### src/source/hdc_params_pkg.sv
`default_nettype none

package hdc_params_pkg;

    // hypervector geometry
    localparam int HV_WIDTH     = 256;
    localparam int WORD_WIDTH   = 32;
    localparam int WORDS_PER_HV = HV_WIDTH / WORD_WIDTH;

    // item memory geometry
    localparam int ITEM_DEPTH  = 64;
    localparam int ITEM_ADDR_W = $clog2(ITEM_DEPTH);

    // derived index widths
    localparam int WORD_IDX_W = $clog2(WORDS_PER_HV);
    localparam int ROT_W      = $clog2(HV_WIDTH);

    // nonzero xorshift start value
    localparam logic [WORD_WIDTH-1:0] PRNG_SEED = 32'd2463534242;

    // one full hypervector
    typedef logic [HV_WIDTH-1:0] hv_t;

    // one generator output word
    typedef logic [WORD_WIDTH-1:0] word_t;

    // item memory address
    typedef logic [ITEM_ADDR_W-1:0] item_addr_t;

    // number of items from 1 up to ITEM_DEPTH
    typedef logic [ITEM_ADDR_W:0] item_count_t;

    // word slot inside a hypervector
    typedef logic [WORD_IDX_W-1:0] word_idx_t;

    // left rotation amount
    typedef logic [ROT_W-1:0] rot_t;

endpackage

`default_nettype wire

### src/source/xorshift_prng.sv
`timescale 1ns/1ps
`default_nettype none

module xorshift_prng import hdc_params_pkg::*; (
    input  wire   clk,
    input  wire   arst_n,
    input  wire   reseed,
    input  wire   step,
    output word_t word
);

    word_t state;
    word_t t0;
    word_t t1;
    word_t next_state;

    // 13 / 17 / 5 shift triple
    always_comb begin
        t0         = state ^ (state << 13);
        t1         = t0 ^ (t0 >> 17);
        next_state = t1 ^ (t1 << 5);
    end

    always_ff @(posedge clk or negedge arst_n) begin
        if (!arst_n) begin
            state <= PRNG_SEED;
        end else if (reseed) begin
            state <= PRNG_SEED;
        end else if (step) begin
            state <= next_state;
        end
    end

    assign word = state;

endmodule

`default_nettype wire

### src/source/item_generator.sv
`timescale 1ns/1ps
`default_nettype none

module item_generator import hdc_params_pkg::*; (
    input  wire              clk,
    input  wire              arst_n,
    input  wire              gen_start,
    input  wire item_count_t item_count,
    output logic             gen_busy,
    output logic             gen_done,
    output logic             wr_en,
    output item_addr_t       wr_addr,
    output hv_t              wr_data
);

    typedef enum logic [1:0] {
        IDLE,
        FILL,
        FINISH
    } gen_state_e;

    gen_state_e state;
    word_t      word;
    logic       start;
    logic       step;
    logic       primed;
    logic       capture;
    logic       last_word;
    word_idx_t  word_idx;
    item_addr_t item_addr;
    item_addr_t last_addr;
    hv_t        vec;

    assign start     = gen_start && (state != FILL);
    assign step      = (state == FILL);
    // first word after reseed is the bare seed and gets skipped
    assign capture   = (state == FILL) && primed;
    assign last_word = (word_idx == word_idx_t'(WORDS_PER_HV - 1));

    xorshift_prng prng0 (
        .clk    (clk),
        .arst_n (arst_n),
        .reseed (start),
        .step   (step),
        .word   (word)
    );

    always_ff @(posedge clk or negedge arst_n) begin
        if (!arst_n) begin
            state     <= IDLE;
            primed    <= 1'b0;
            word_idx  <= '0;
            item_addr <= '0;
            last_addr <= '0;
            wr_en     <= 1'b0;
            wr_addr   <= '0;
        end else begin
            // write one cycle after the eighth word lands
            wr_en <= capture && last_word;
            if (start) begin
                state     <= FILL;
                primed    <= 1'b0;
                word_idx  <= '0;
                item_addr <= '0;
                last_addr <= item_addr_t'(item_count - 1'b1);
            end else if (state == FINISH) begin
                state <= IDLE;
            end else if (state == FILL) begin
                primed <= 1'b1;
                if (capture) begin
                    word_idx <= word_idx + 1'b1;
                    if (last_word) begin
                        wr_addr   <= item_addr;
                        item_addr <= item_addr + 1'b1;
                        if (item_addr == last_addr) begin
                            state <= FINISH;
                        end
                    end
                end
            end
        end
    end

    // word 0 lands in the low slot
    always_ff @(posedge clk) begin
        if (capture) begin
            vec[word_idx*WORD_WIDTH +: WORD_WIDTH] <= word;
        end
    end

    assign wr_data  = vec;
    assign gen_busy = (state == FILL);
    assign gen_done = (state == FINISH);

endmodule

`default_nettype wire

### config.mk
export PLATFORM = sky130hd
export DESIGN_NAME = item_generator
export DESIGN_NICKNAME = d
export VERILOG_FILES = /design/src/source/hdc_params_pkg.sv /design/src/source/xorshift_prng.sv /design/src/source/item_generator.sv
export SDC_FILE = /design/constraint.sdc
export NUM_CORES = 1
export LEC_CHECK = 0
export BUFFER_PORTS_ARGS = -buffer_cell sky130_fd_sc_hd__buf_2
export CORE_MARGIN = 2
export CORE_UTILIZATION = 54
export DETAILED_ROUTE_END_ITERATION = 10
export PLACE_DENSITY_LB_ADDON = 0.3
export RECOVER_POWER = 50
export SYNTH_ARGS = -nofsm -noshare
export SYNTH_HDL_FRONTEND = slang
export SYNTH_SLANG_ARGS = --single-unit
### constraint.sdc
create_clock -name clk -period 7.06 [get_ports clk]
set_clock_uncertainty 0.1 [all_clocks]
set_input_delay 0.353 -clock clk [delete_from_list [all_inputs] [get_ports clk]]
set_output_delay 0.353 -clock clk [all_outputs]
set_load 0.02 [all_outputs]
==> metrics <==
pwr dens 585.7 nW/um2; met3 Use GR 0.04079; Post-Synth XOR/XNOR Area 0.05766; total global-route track usage 0.2607; Final Util 0.6455; CP endpoint kind flip-flop; worst r2r src state[1]$_DFFE_PN0P_; Worst setup SP type flip-flop; most common cell after layout, fill and taps aside clkbuf_1; #FFs+latches synth 313; synthesis-to-finish area growth 18.04%; final WL 33530 um; initial DRC count 654; Sequential Power Share 0.393; width of the die 157.7 um; met1 global-route usage 0.3437; highest clock rate 0.2399 GHz; CTS HTree Levels 1; post-synthesis sequential area ratio 0.7156; yosys warns 0; Synth cell types 48; reg2reg path depth 6; clock period minus worst slack 4.168 ns; CTS tree yes; status finished with violations; Main synth FF type edfxtp_1; WL/cell 21.63 um; DRT Pass-1 Iters 5; GRT Residual Overflow 0; largest net degree at the start of global routing 62; Routed Antenna Nets 0; combinational family with the most area after synthesis simple AND/OR/NAND/NOR gates; vias in the first global route 7988; nets 1228; number of CTS-inserted buffers 31; layout cell share with drive strength beyond 1 0.07149; worst hold path depth 3; Core Footprint 23330 um2; failing checks capacitance limit, slew limit; Compound-Gate Fraction of Synth Area 0.03589; combinational share of power 0.423; Max FO, Critical Path 52; first-pass GRT wire length 47990 um; CTS Sinks 313; Sw Ratio 0.4263; CTS Hold Buffers Added 3; DRC viols 0; RePlAce Congestion 0.8117; row count 56; ant diodes 0; WP data required 7.12 ns; setup TNS 0 ns; kind of critical path flip-flop to flip-flop; Port-buffer cells 273; Worst VDD drop 348.0 uV; syn_nets 973; CTS root buf clkbuf_16; Worst setup startpoint state[1]$_DFFE_PN0P_; number of flops mapped to enable cells by yosys 256; clock buffer depth 3; met2 Usage GRT 0.4387; post-synthesis cell area 12760 um2; crit share post-route 0.5903; via count 8514; Die Area 24870 um2; Clk Latency, worst-skew pair 0.56 ns; Post-DP HPWL 21510 um; max_cap viols 5; Worst EP arrival 4.23 ns; Die H 157.7 um; Most Crowded Layer GR met2; vias per inst 5.493; P_leak 5.437 nW; clock group share of total power 0.184; multiplexer area fraction after synthesis 0.0008825; Worst Hold Class input port to flip-flop; worst slew pin tran 3.101 ns; Switch Pwr 3.760 mW; Post-CTS Setup Bufs 0; Worst-path clk slew 0.06 ns; Pint 5.061 mW; syn avg cell area 13.40 um2; Async S/R FF share, synth 0.1821; RSZ-0062 raised after global routing no; final setup vio count 0; cell count after synthesis 952; initial antenna violation count 1; adder-cell area share of the yosys netlist 0.01079; Ports 275; Max Slew Vio Count 208; Starting Density 0.5469; Final Hold Fails 0; Post-CTS Resized 0; Synth Area in Simple Gates 0.1529; hold_sp item_count[4]; most frequent cells in the layout 278 x clkbuf_1, 256 x edfxtp_1, 139 x nor2_1, 92 x nand2_1, 89 x and2_1; relative slew slack -1.067
[through the flow]
step / cell area [um2] / total power, mW / std cells / hold WS, ns / worst slack, ns
5_1_grt: 15060 / 9.280 / 1550 / 0.03817 / 2.680
6_report: 15060 / 8.822 / 1550 / 0.02809 / 2.892
3_3_place_gp: 14400 / 7.189 / 1490 / 0.3595 / 3.577
4_1_cts: 15430 / 8.944 / 1550 / 0.01050 / 3.483
3_5_place_dp: 14400 / 7.309 / 1490 / 0.3625 / 3.497
2_1_floorplan: 12760 / 6.068 / 952 / -0.04259 / 1.418
[per-layer routing]
layer	vias up	part of all wire
li1	3803	-
met1	4157	0.38
met2	488	0.49
met3	66	0.092
met4	0	0.032
met5	-	0
[worst max-delay path: stages (launching register included)]
cell	delay, ns
dfrtp_1	0.39
inv_1	0.06
ha_1	0.12
clkbuf_1	1.61
and2_1	0.43
nand2_1	0.17
nor2_4	0.87
[sequential cells by signal (all words and copies together), names as in the netlist]
signal,count
prng0.word,32
last_addr,6
word_idx,3
state,2
wr_addr,6
primed,1
item_addr,6
wr_en,1
wr_data,256
[worst paths after layout]
check	endpoint	slack, ns
worst max-delay path	wr_data[38]$_DFFE_PP_	2.89
worst min-delay path	last_addr[4]$_DFFE_PN0P_	0.03
worst max register to register	wr_data[38]$_DFFE_PP_	2.89
worst min register to register	wr_addr[1]$_DFFE_PN0P_	0.38
max in group asynchronous	word_idx[0]$_DFFE_PN0P_	3.51
min in group asynchronous	wr_addr[4]$_DFFE_PN0P_	1.35
[cells in the mapped netlist, drive strengths merged (14+ instances only)]
| master | number | area [um2] |
|---|---|---|
| nor3 | 14 | 91.34 |
| nor4 | 26 | 162.7 |
| nand2 | 92 | 345.3 |
| dfrtp | 43 | 1076 |
| a21oi | 22 | 110.1 |
| xnor2 | 47 | 437.9 |
| edfxtp | 256 | 7687 |
| buf | 16 | 75.07 |
| dfstp | 14 | 367.9 |
| clkbuf | 51 | 196.4 |
| xor2 | 16 | 140.1 |
| inv | 17 | 63.81 |
| and2 | 106 | 663.1 |
| nor2 | 142 | 533.0 |
[logic make-up after synthesis]
group / after synthesis
flops: 313
fa+ha+maj: 11
mux: 1
buf+inv: 84
compound gates: 72
xor+xnor: 70
simple gates: 401
[cell type report]
class / count / area, um2
flip-flops and latches: 313 / 9133
inverters: 17 / 63.81
well taps: 319 / 399.1
clock buffers: 39 / 805.8
repair buffers: 289 / 1144
fillers: 1849 / 8270
clock inverters: 18 / 195.2
multi-input cells: 555 / 3322
[power by group through the flow]
stage          sequential (mW)  clock [mW]  combinational, mW
2_1_floorplan             3.76           0               2.30
3_3_place_gp              3.46           0               3.73
3_5_place_dp              3.46           0               3.85
4_1_cts                   3.44        1.64               3.87
5_1_grt                   3.52        1.71               4.05
6_report                  3.46        1.62               3.73
No activity file was read; power rests on OpenSTA's default activity.
