===== config.mk =====
export PLATFORM = sky130hd
export DESIGN_NAME = hdc_execute
export DESIGN_NICKNAME = d
export VERILOG_FILES = /design/src/source/hdc_params_pkg.sv /design/src/source/hdc_isa_pkg.sv /design/src/source/hdc_execute.sv
export SDC_FILE = /design/constraint.sdc
export NUM_CORES = 2
export LEC_CHECK = 0
export ABC_AREA = 0
export BUFFER_PORTS_ARGS = -buffer_cell sky130_fd_sc_hd__buf_4
export CAP_MARGIN = 20
export CORE_MARGIN = 2
export CORE_UTILIZATION = 25
export DETAILED_ROUTE_END_ITERATION = 7
export PLACE_DENSITY_LB_ADDON = 0.15
export SLEW_MARGIN = 20
export SYNTH_ARGS = -nofsm -noshare
export SYNTH_HDL_FRONTEND = slang
export SYNTH_SLANG_ARGS = --single-unit

===== constraint.sdc =====
create_clock -name clk -period 25.1 [get_ports clk]
set_input_delay 1.255 -clock clk [delete_from_list [all_inputs] [get_ports clk]]
set_output_delay 1.255 -clock clk [all_outputs]
set_load 0.005 [all_outputs]

===== src/source/hdc_params_pkg.sv =====
`default_nettype none

package hdc_params_pkg;

    // hypervector geometry
    localparam int HV_WIDTH     = 256;
    localparam int WORD_WIDTH   = 32;
    localparam int WORDS_PER_HV = HV_WIDTH / WORD_WIDTH;

    // item memory geometry
    localparam int ITEM_DEPTH  = 64;
    localparam int ITEM_ADDR_W = $clog2(ITEM_DEPTH);

    // derived index widths
    localparam int WORD_IDX_W = $clog2(WORDS_PER_HV);
    localparam int ROT_W      = $clog2(HV_WIDTH);

    // nonzero xorshift start value
    localparam logic [WORD_WIDTH-1:0] PRNG_SEED = 32'd2463534242;

    // one full hypervector
    typedef logic [HV_WIDTH-1:0] hv_t;

    // one generator output word
    typedef logic [WORD_WIDTH-1:0] word_t;

    // item memory address
    typedef logic [ITEM_ADDR_W-1:0] item_addr_t;

    // number of items from 1 up to ITEM_DEPTH
    typedef logic [ITEM_ADDR_W:0] item_count_t;

    // word slot inside a hypervector
    typedef logic [WORD_IDX_W-1:0] word_idx_t;

    // left rotation amount
    typedef logic [ROT_W-1:0] rot_t;

endpackage

`default_nettype wire


===== src/source/hdc_isa_pkg.sv =====
`default_nettype none

package hdc_isa_pkg;

    localparam int INSTR_WIDTH = 16;

    // field positions inside an instruction word
    localparam int OPC_MSB     = 15;
    localparam int OPC_LSB     = 12;
    localparam int OPERAND_MSB = 7;
    localparam int OPERAND_LSB = 0;

    typedef logic [INSTR_WIDTH-1:0] instr_t;

    // decoder never looks at reserved bits 11..8
    // unlisted codes fall through to nop behaviour
    typedef enum logic [OPC_MSB-OPC_LSB:0] {
        OP_NOP     = 4'd0,
        OP_LOAD    = 4'd1,
        OP_BIND    = 4'd2,
        OP_PERMUTE = 4'd3,
        OP_STORE   = 4'd4,
        OP_LAST    = 4'd5
    } opcode_e;

endpackage

`default_nettype wire


===== src/source/hdc_execute.sv =====
`timescale 1ns/1ps
`default_nettype none

module hdc_execute import hdc_params_pkg::*, hdc_isa_pkg::*; (
    input  wire             clk,
    input  wire             arst_n,
    input  wire instr_t     instr,
    input  wire             instr_valid,
    output logic            instr_ready,
    output item_addr_t      rd_addr,
    input  wire hv_t        rd_data,
    output hv_t             result,
    output logic            result_last,
    output logic            result_valid,
    input  wire             result_ready
);

    logic                  s1_vld;
    logic                  s2_vld;
    instr_t                s1_instr;
    instr_t                s2_instr;
    opcode_e               s2_op;
    rot_t                  s2_amt;
    hv_t                   acc;
    hv_t                   acc_rot;
    logic [2*HV_WIDTH-1:0] rot_dbl;
    logic                  s2_emits;
    logic                  stall;
    logic                  exec;

    // stage 1 addresses the item memory and data returns in stage 2
    assign rd_addr = item_addr_t'(s1_instr[OPERAND_MSB:OPERAND_LSB]);

    assign s2_op  = opcode_e'(s2_instr[OPC_MSB:OPC_LSB]);
    assign s2_amt = rot_t'(s2_instr[OPERAND_MSB:OPERAND_LSB]);

    assign s2_emits = s2_vld && ((s2_op == OP_STORE) || (s2_op == OP_LAST));

    // output still occupied and not drained this cycle
    assign stall       = s2_emits && result_valid && !result_ready;
    assign exec        = s2_vld && !stall;
    assign instr_ready = !stall;

    // rotate left through the upper half of the doubled vector
    always_comb begin
        rot_dbl = {acc, acc} << s2_amt;
        acc_rot = rot_dbl[2*HV_WIDTH-1 -: HV_WIDTH];
    end

    always_ff @(posedge clk or negedge arst_n) begin
        if (!arst_n) begin
            s1_vld <= 1'b0;
            s2_vld <= 1'b0;
        end else if (!stall) begin
            s1_vld <= instr_valid;
            s2_vld <= s1_vld;
        end
    end

    always_ff @(posedge clk) begin
        if (!stall) begin
            s1_instr <= instr;
            s2_instr <= s1_instr;
        end
    end

    always_ff @(posedge clk or negedge arst_n) begin
        if (!arst_n) begin
            acc <= '0;
        end else if (exec) begin
            case (s2_op)
                OP_LOAD:    acc <= rd_data;
                OP_BIND:    acc <= acc ^ rd_data;
                OP_PERMUTE: acc <= acc_rot;
                default:    acc <= acc;
            endcase
        end
    end

    // new beat only when the slot is free or drains now
    always_ff @(posedge clk or negedge arst_n) begin
        if (!arst_n) begin
            result_valid <= 1'b0;
            result_last  <= 1'b0;
        end else if (exec && s2_emits) begin
            result_valid <= 1'b1;
            result_last  <= (s2_op == OP_LAST);
        end else if (result_ready) begin
            result_valid <= 1'b0;
        end
    end

    // end marker carries an all-zero vector
    always_ff @(posedge clk) begin
        if (exec && s2_emits) begin
            result <= (s2_op == OP_LAST) ? '0 : acc;
        end
    end

endmodule

`default_nettype wire


==> results.py <==
metrics = {
    "status": {
        "status": "finished clean",
    },
    "routing": {
        "drt_wl_total_mm": 337.1,
        "drt_iter0_markers": 6323,
        "top_layer": "met5",
        "drc": 0,
        "wl_per_cell_um": 42.98,
        "met1_length_mm": 138.9,
        "first_pass_iters": 6,
        "via_per_inst": 6.189,
        "vias": 48550,
        "dr_wl_met3_mm": 33.83,
        "drtAntennaViolNets": 0,
        "wl_met2_mm": 143.2,
    },
    "setup_path": {
        "critPathSlowestCell": "mux2i_1",
        "end_kind": "flip-flop",
        "cpMostUsedCell": "mux4_2",
        "cp-start-kind": "flip-flop",
        "cp.required_ns": 25.73,
        "crit_path_max_fanout": 113,
        "critPathKind": "reg -> reg",
        "arrival_ns": 7.15,
        "critPathMaxStageDelay_ns": 0.88,
        "path_cells": "buf_12 -> buf_4 -> buf_4 -> mux4_2 -> mux4_2 -> mux4_2 -> mux2i_1 -> nor3_1 -> a221o_1",
    },
    "sta": {
        "setup_tns_ns": 0,
        "holdWs_ns": 0.4212,
        "fin_crit_ns": 6.525,
        "finalHoldViolCount": 0,
        "clock.fmax_mhz": 153.3,
        "finalSetupViolCount": 0,
        "fin_skew_ns": 0.02906,
        "slew_violations": 0,
        "fin_crit_sh": 0.2600,
        "slew_headroom": 0.1297,
        "worst_slew_pin_slew_ns": 1.269,
        "rsz0062_at_grt": "no",
    },
    "finish": {
        "final_nets": 5316,
        "nFillCells": 21160,
        "drive_gt1_frac": 0.3128,
        "syn2layout_area_growth_pct": 17.96,
    },
    "clocking": {
        "htreeDepth": 3,
        "clk_pin_slew_ns": 0.06,
        "cts_buffers": 77,
        "cts_resized": 0,
        "clock_path_buffers": 3,
        "holdBufCountCts": 0,
        "cts_tree": "built",
        "clock_latency_ns": 0.76,
        "postCtsSetupRepairBufs": 0,
        "cts-root-buf": "clkbuf_16",
        "cts.sinks": 540,
    },
    "logic_synthesis": {
        "synthMuxAreaShare": 0.4177,
        "dominantRegCellSynth": "edfxtp_1",
        "synthXorXnorAreaFrac": 0,
        "synth_area_sq_mm": 0.05182,
        "synth_nets": 5052,
        "syn_area_per_cell_sq_um": 10.85,
        "synthAdderAreaFrac": 0,
        "async_flop_share": 0.4815,
        "synth_compound_area_frac": 0.1224,
        "yosys.area_share.simple": 0.1280,
        "synth_top_family_by_area": "multiplexers",
        "ys_ff_latch": 540,
        "seq_area_frac_synth": 0.2878,
        "synth_cell_types": 47,
        "ys_warn_count": 0,
        "synth_edf_count": 280,
        "synthCells": 4776,
    },
    "pwr": {
        "p_comb_frac": 0.536,
        "ir_drop_mv": 0.05987,
        "p_sw_mw": 2.992,
        "pwr-share-clk": 0.191,
        "power.leakage_nw": 22.41,
        "swShare": 0.5125,
        "seqPwrFrac": 0.273,
        "powerDensity_mw_per_mm2": 95.50,
        "internal_power_mw": 2.846,
    },
    "placement": {
        "place.detailed.hpwl_mm": 262.1,
        "place_congestion": 1.032,
        "portBuffers": 536,
    },
    "die": {
        "ios": 541,
        "die_width_um": 459.3,
        "die_area_sq_mm": 0.2109,
        "rows": 167,
        "fp.dieH_um": 459.3,
        "initial_core_util": 0.2508,
        "core_sq_mm": 0.2067,
    },
    "run": {
        "cap_viol_max_count": 0,
    },
    "global_routing": {
        "grt_max_degree": 134,
        "grt_pass1_vias": 45010,
        "grt_overflow_total": 0,
        "grt.total_usage": 0.3114,
        "grt_pass1_wl_mm": 441.4,
        "antenna_found_initial": 77,
    },
    "hold_path": {
        "hp-class": "reg -> reg",
    },
}
[synthesized netlist by cell type, drive strengths merged, types with 21 or more instances]
| cell type | number | area share |
|---|---|---|
| nor2 | 680 | 0.049 |
| mux4 | 655 | 0.28 |
| mux2i | 532 | 0.10 |
| nor2b | 308 | 0.037 |
| clkbuf | 304 | 0.022 |
| edfxtp | 280 | 0.16 |
| dfrtp | 260 | 0.13 |
| o21ai | 259 | 0.025 |
| a21oi | 243 | 0.023 |
| nor3 | 170 | 0.016 |
| buf | 161 | 0.014 |
| mux2 | 139 | 0.030 |
| inv | 106 | 0.0077 |
| a221o | 102 | 0.020 |
| nand2 | 78 | 0.0057 |
| a22oi | 54 | 0.0078 |
| a211o | 52 | 0.0088 |
| and2 | 48 | 0.0058 |
| o22ai | 42 | 0.0051 |
| nand2b | 38 | 0.0046 |
| a311o | 36 | 0.0070 |
| a211oi | 34 | 0.0049 |
| and3 | 30 | 0.0036 |
| o32a | 23 | 0.0044 |
| o2111ai | 22 | 0.0037 |
| a31oi | 21 | 0.0025 |
[power groups by stage]
stage / Sequential, mW / Combinational [mW] / Clock [mW]
after floorplan: 1.26 / 1.54 / 0
after global placement: 1.59 / 2.99 / 0
after detailed placement: 1.59 / 2.98 / 0
after CTS: 1.57 / 3.00 / 1.14
after global routing: 1.58 / 3.12 / 1.17
final: 1.59 / 3.13 / 1.12
[area by class of cell]
class,count,area (sq um),area share
antenna,35,87.58,0.001433
clock inverter,35,305.3,0.004995
inverter,106,416.7,0.006816
timing repair buffer,650,5011,0.08198
sequential,540,14910,0.2440
tap,2704,3383,0.05535
multi-input combinational,3665,34820,0.5696
clock buffer,109,2191,0.03584
[worst max-delay path: cells and delay by family, from the launching register on]
| family | cells | cell delay [ns] |
|---|---|---|
| AOI/OAI and AO/OA | 1 | 0.29 |
| muxes | 4 | 2.78 |
| and+or+nand+nor | 1 | 0.10 |
| DFF | 1 | 0.80 |
| buffers and inverters | 3 | 2.22 |
[final timing paths]
| kind | start | end | slack, ns | cells after the start |
|---|---|---|---|---|
| setup / recovery | s2_instr[1]$_DFFE_PN_ | acc[62]$_DFFE_PN0P_ | 18.58 | 9 |
| hold / removal | s1_instr[14]$_DFFE_PN_ | s2_instr[14]$_DFFE_PN_ | 0.42 | 0 |
| setup reg to reg | s2_instr[1]$_DFFE_PN_ | acc[62]$_DFFE_PN0P_ | 18.58 | 9 |
| hold reg to reg | s1_instr[14]$_DFFE_PN_ | s2_instr[14]$_DFFE_PN_ | 0.42 | 0 |
| max in group asynchronous | arst_n | result_last$_DFFE_PN0P_ | 22.53 | 3 |
| min in group asynchronous | arst_n | acc[206]$_DFFE_PN0P_ | 0.47 | 1 |
[state kept, by name, indices dropped and copies added (netlist names)]
| name | cells |
|---|---|
| s2_vld | 1 |
| result | 256 |
| result_last | 1 |
| result_valid | 1 |
| s1_vld | 1 |
| s2_instr | 12 |
| s1_instr | 12 |
| acc | 256 |
[cells by family after synthesis]
family,Yosys count
compound gates,947
mux,1326
flops,540
buf+inv,571
simple gates,1392
[metal layers]
layer,global-route usage,vias up
met3,0.09531,569
li1,-,19390
met1,0.4109,25620
met4,0.1752,32
met2,0.4505,2947
met5,0,-
[cells in the final DEF, fill, tap and decap left out, types with 29 or more instances in the layout]
master	count
a211o_1	52
a21oi_1	243
a221o_1	102
a22oi_1	54
a311o_1	36
and2_1	47
and3_1	29
buf_4	638
clkbuf_16	80
dfrtp_1	260
diode_2	35
edfxtp_1	280
inv_1	103
mux2_2	138
mux2i_1	522
mux4_2	655
nand2_1	74
nand2b_1	38
nor2_1	674
nor2b_1	308
nor3_1	170
o21ai_0	251
o22ai_1	42
[per-stage QoR]
stage          cell area (sq um)  cells  power (mW)  utilization  setup slack (ns)
2_1_floorplan              51820   4776       2.805            -             11.47
3_3_place_gp               58480   7663       4.574       0.2830             18.60
3_5_place_dp               58500   7663       4.567       0.2831             18.55
4_1_cts                    60990   7807       5.715       0.2952             18.53
5_1_grt                    61050   7813       5.879       0.2954             18.27
6_report                   61120   7844       5.838       0.2958             18.58
Power figures use the tool's default switching activity.
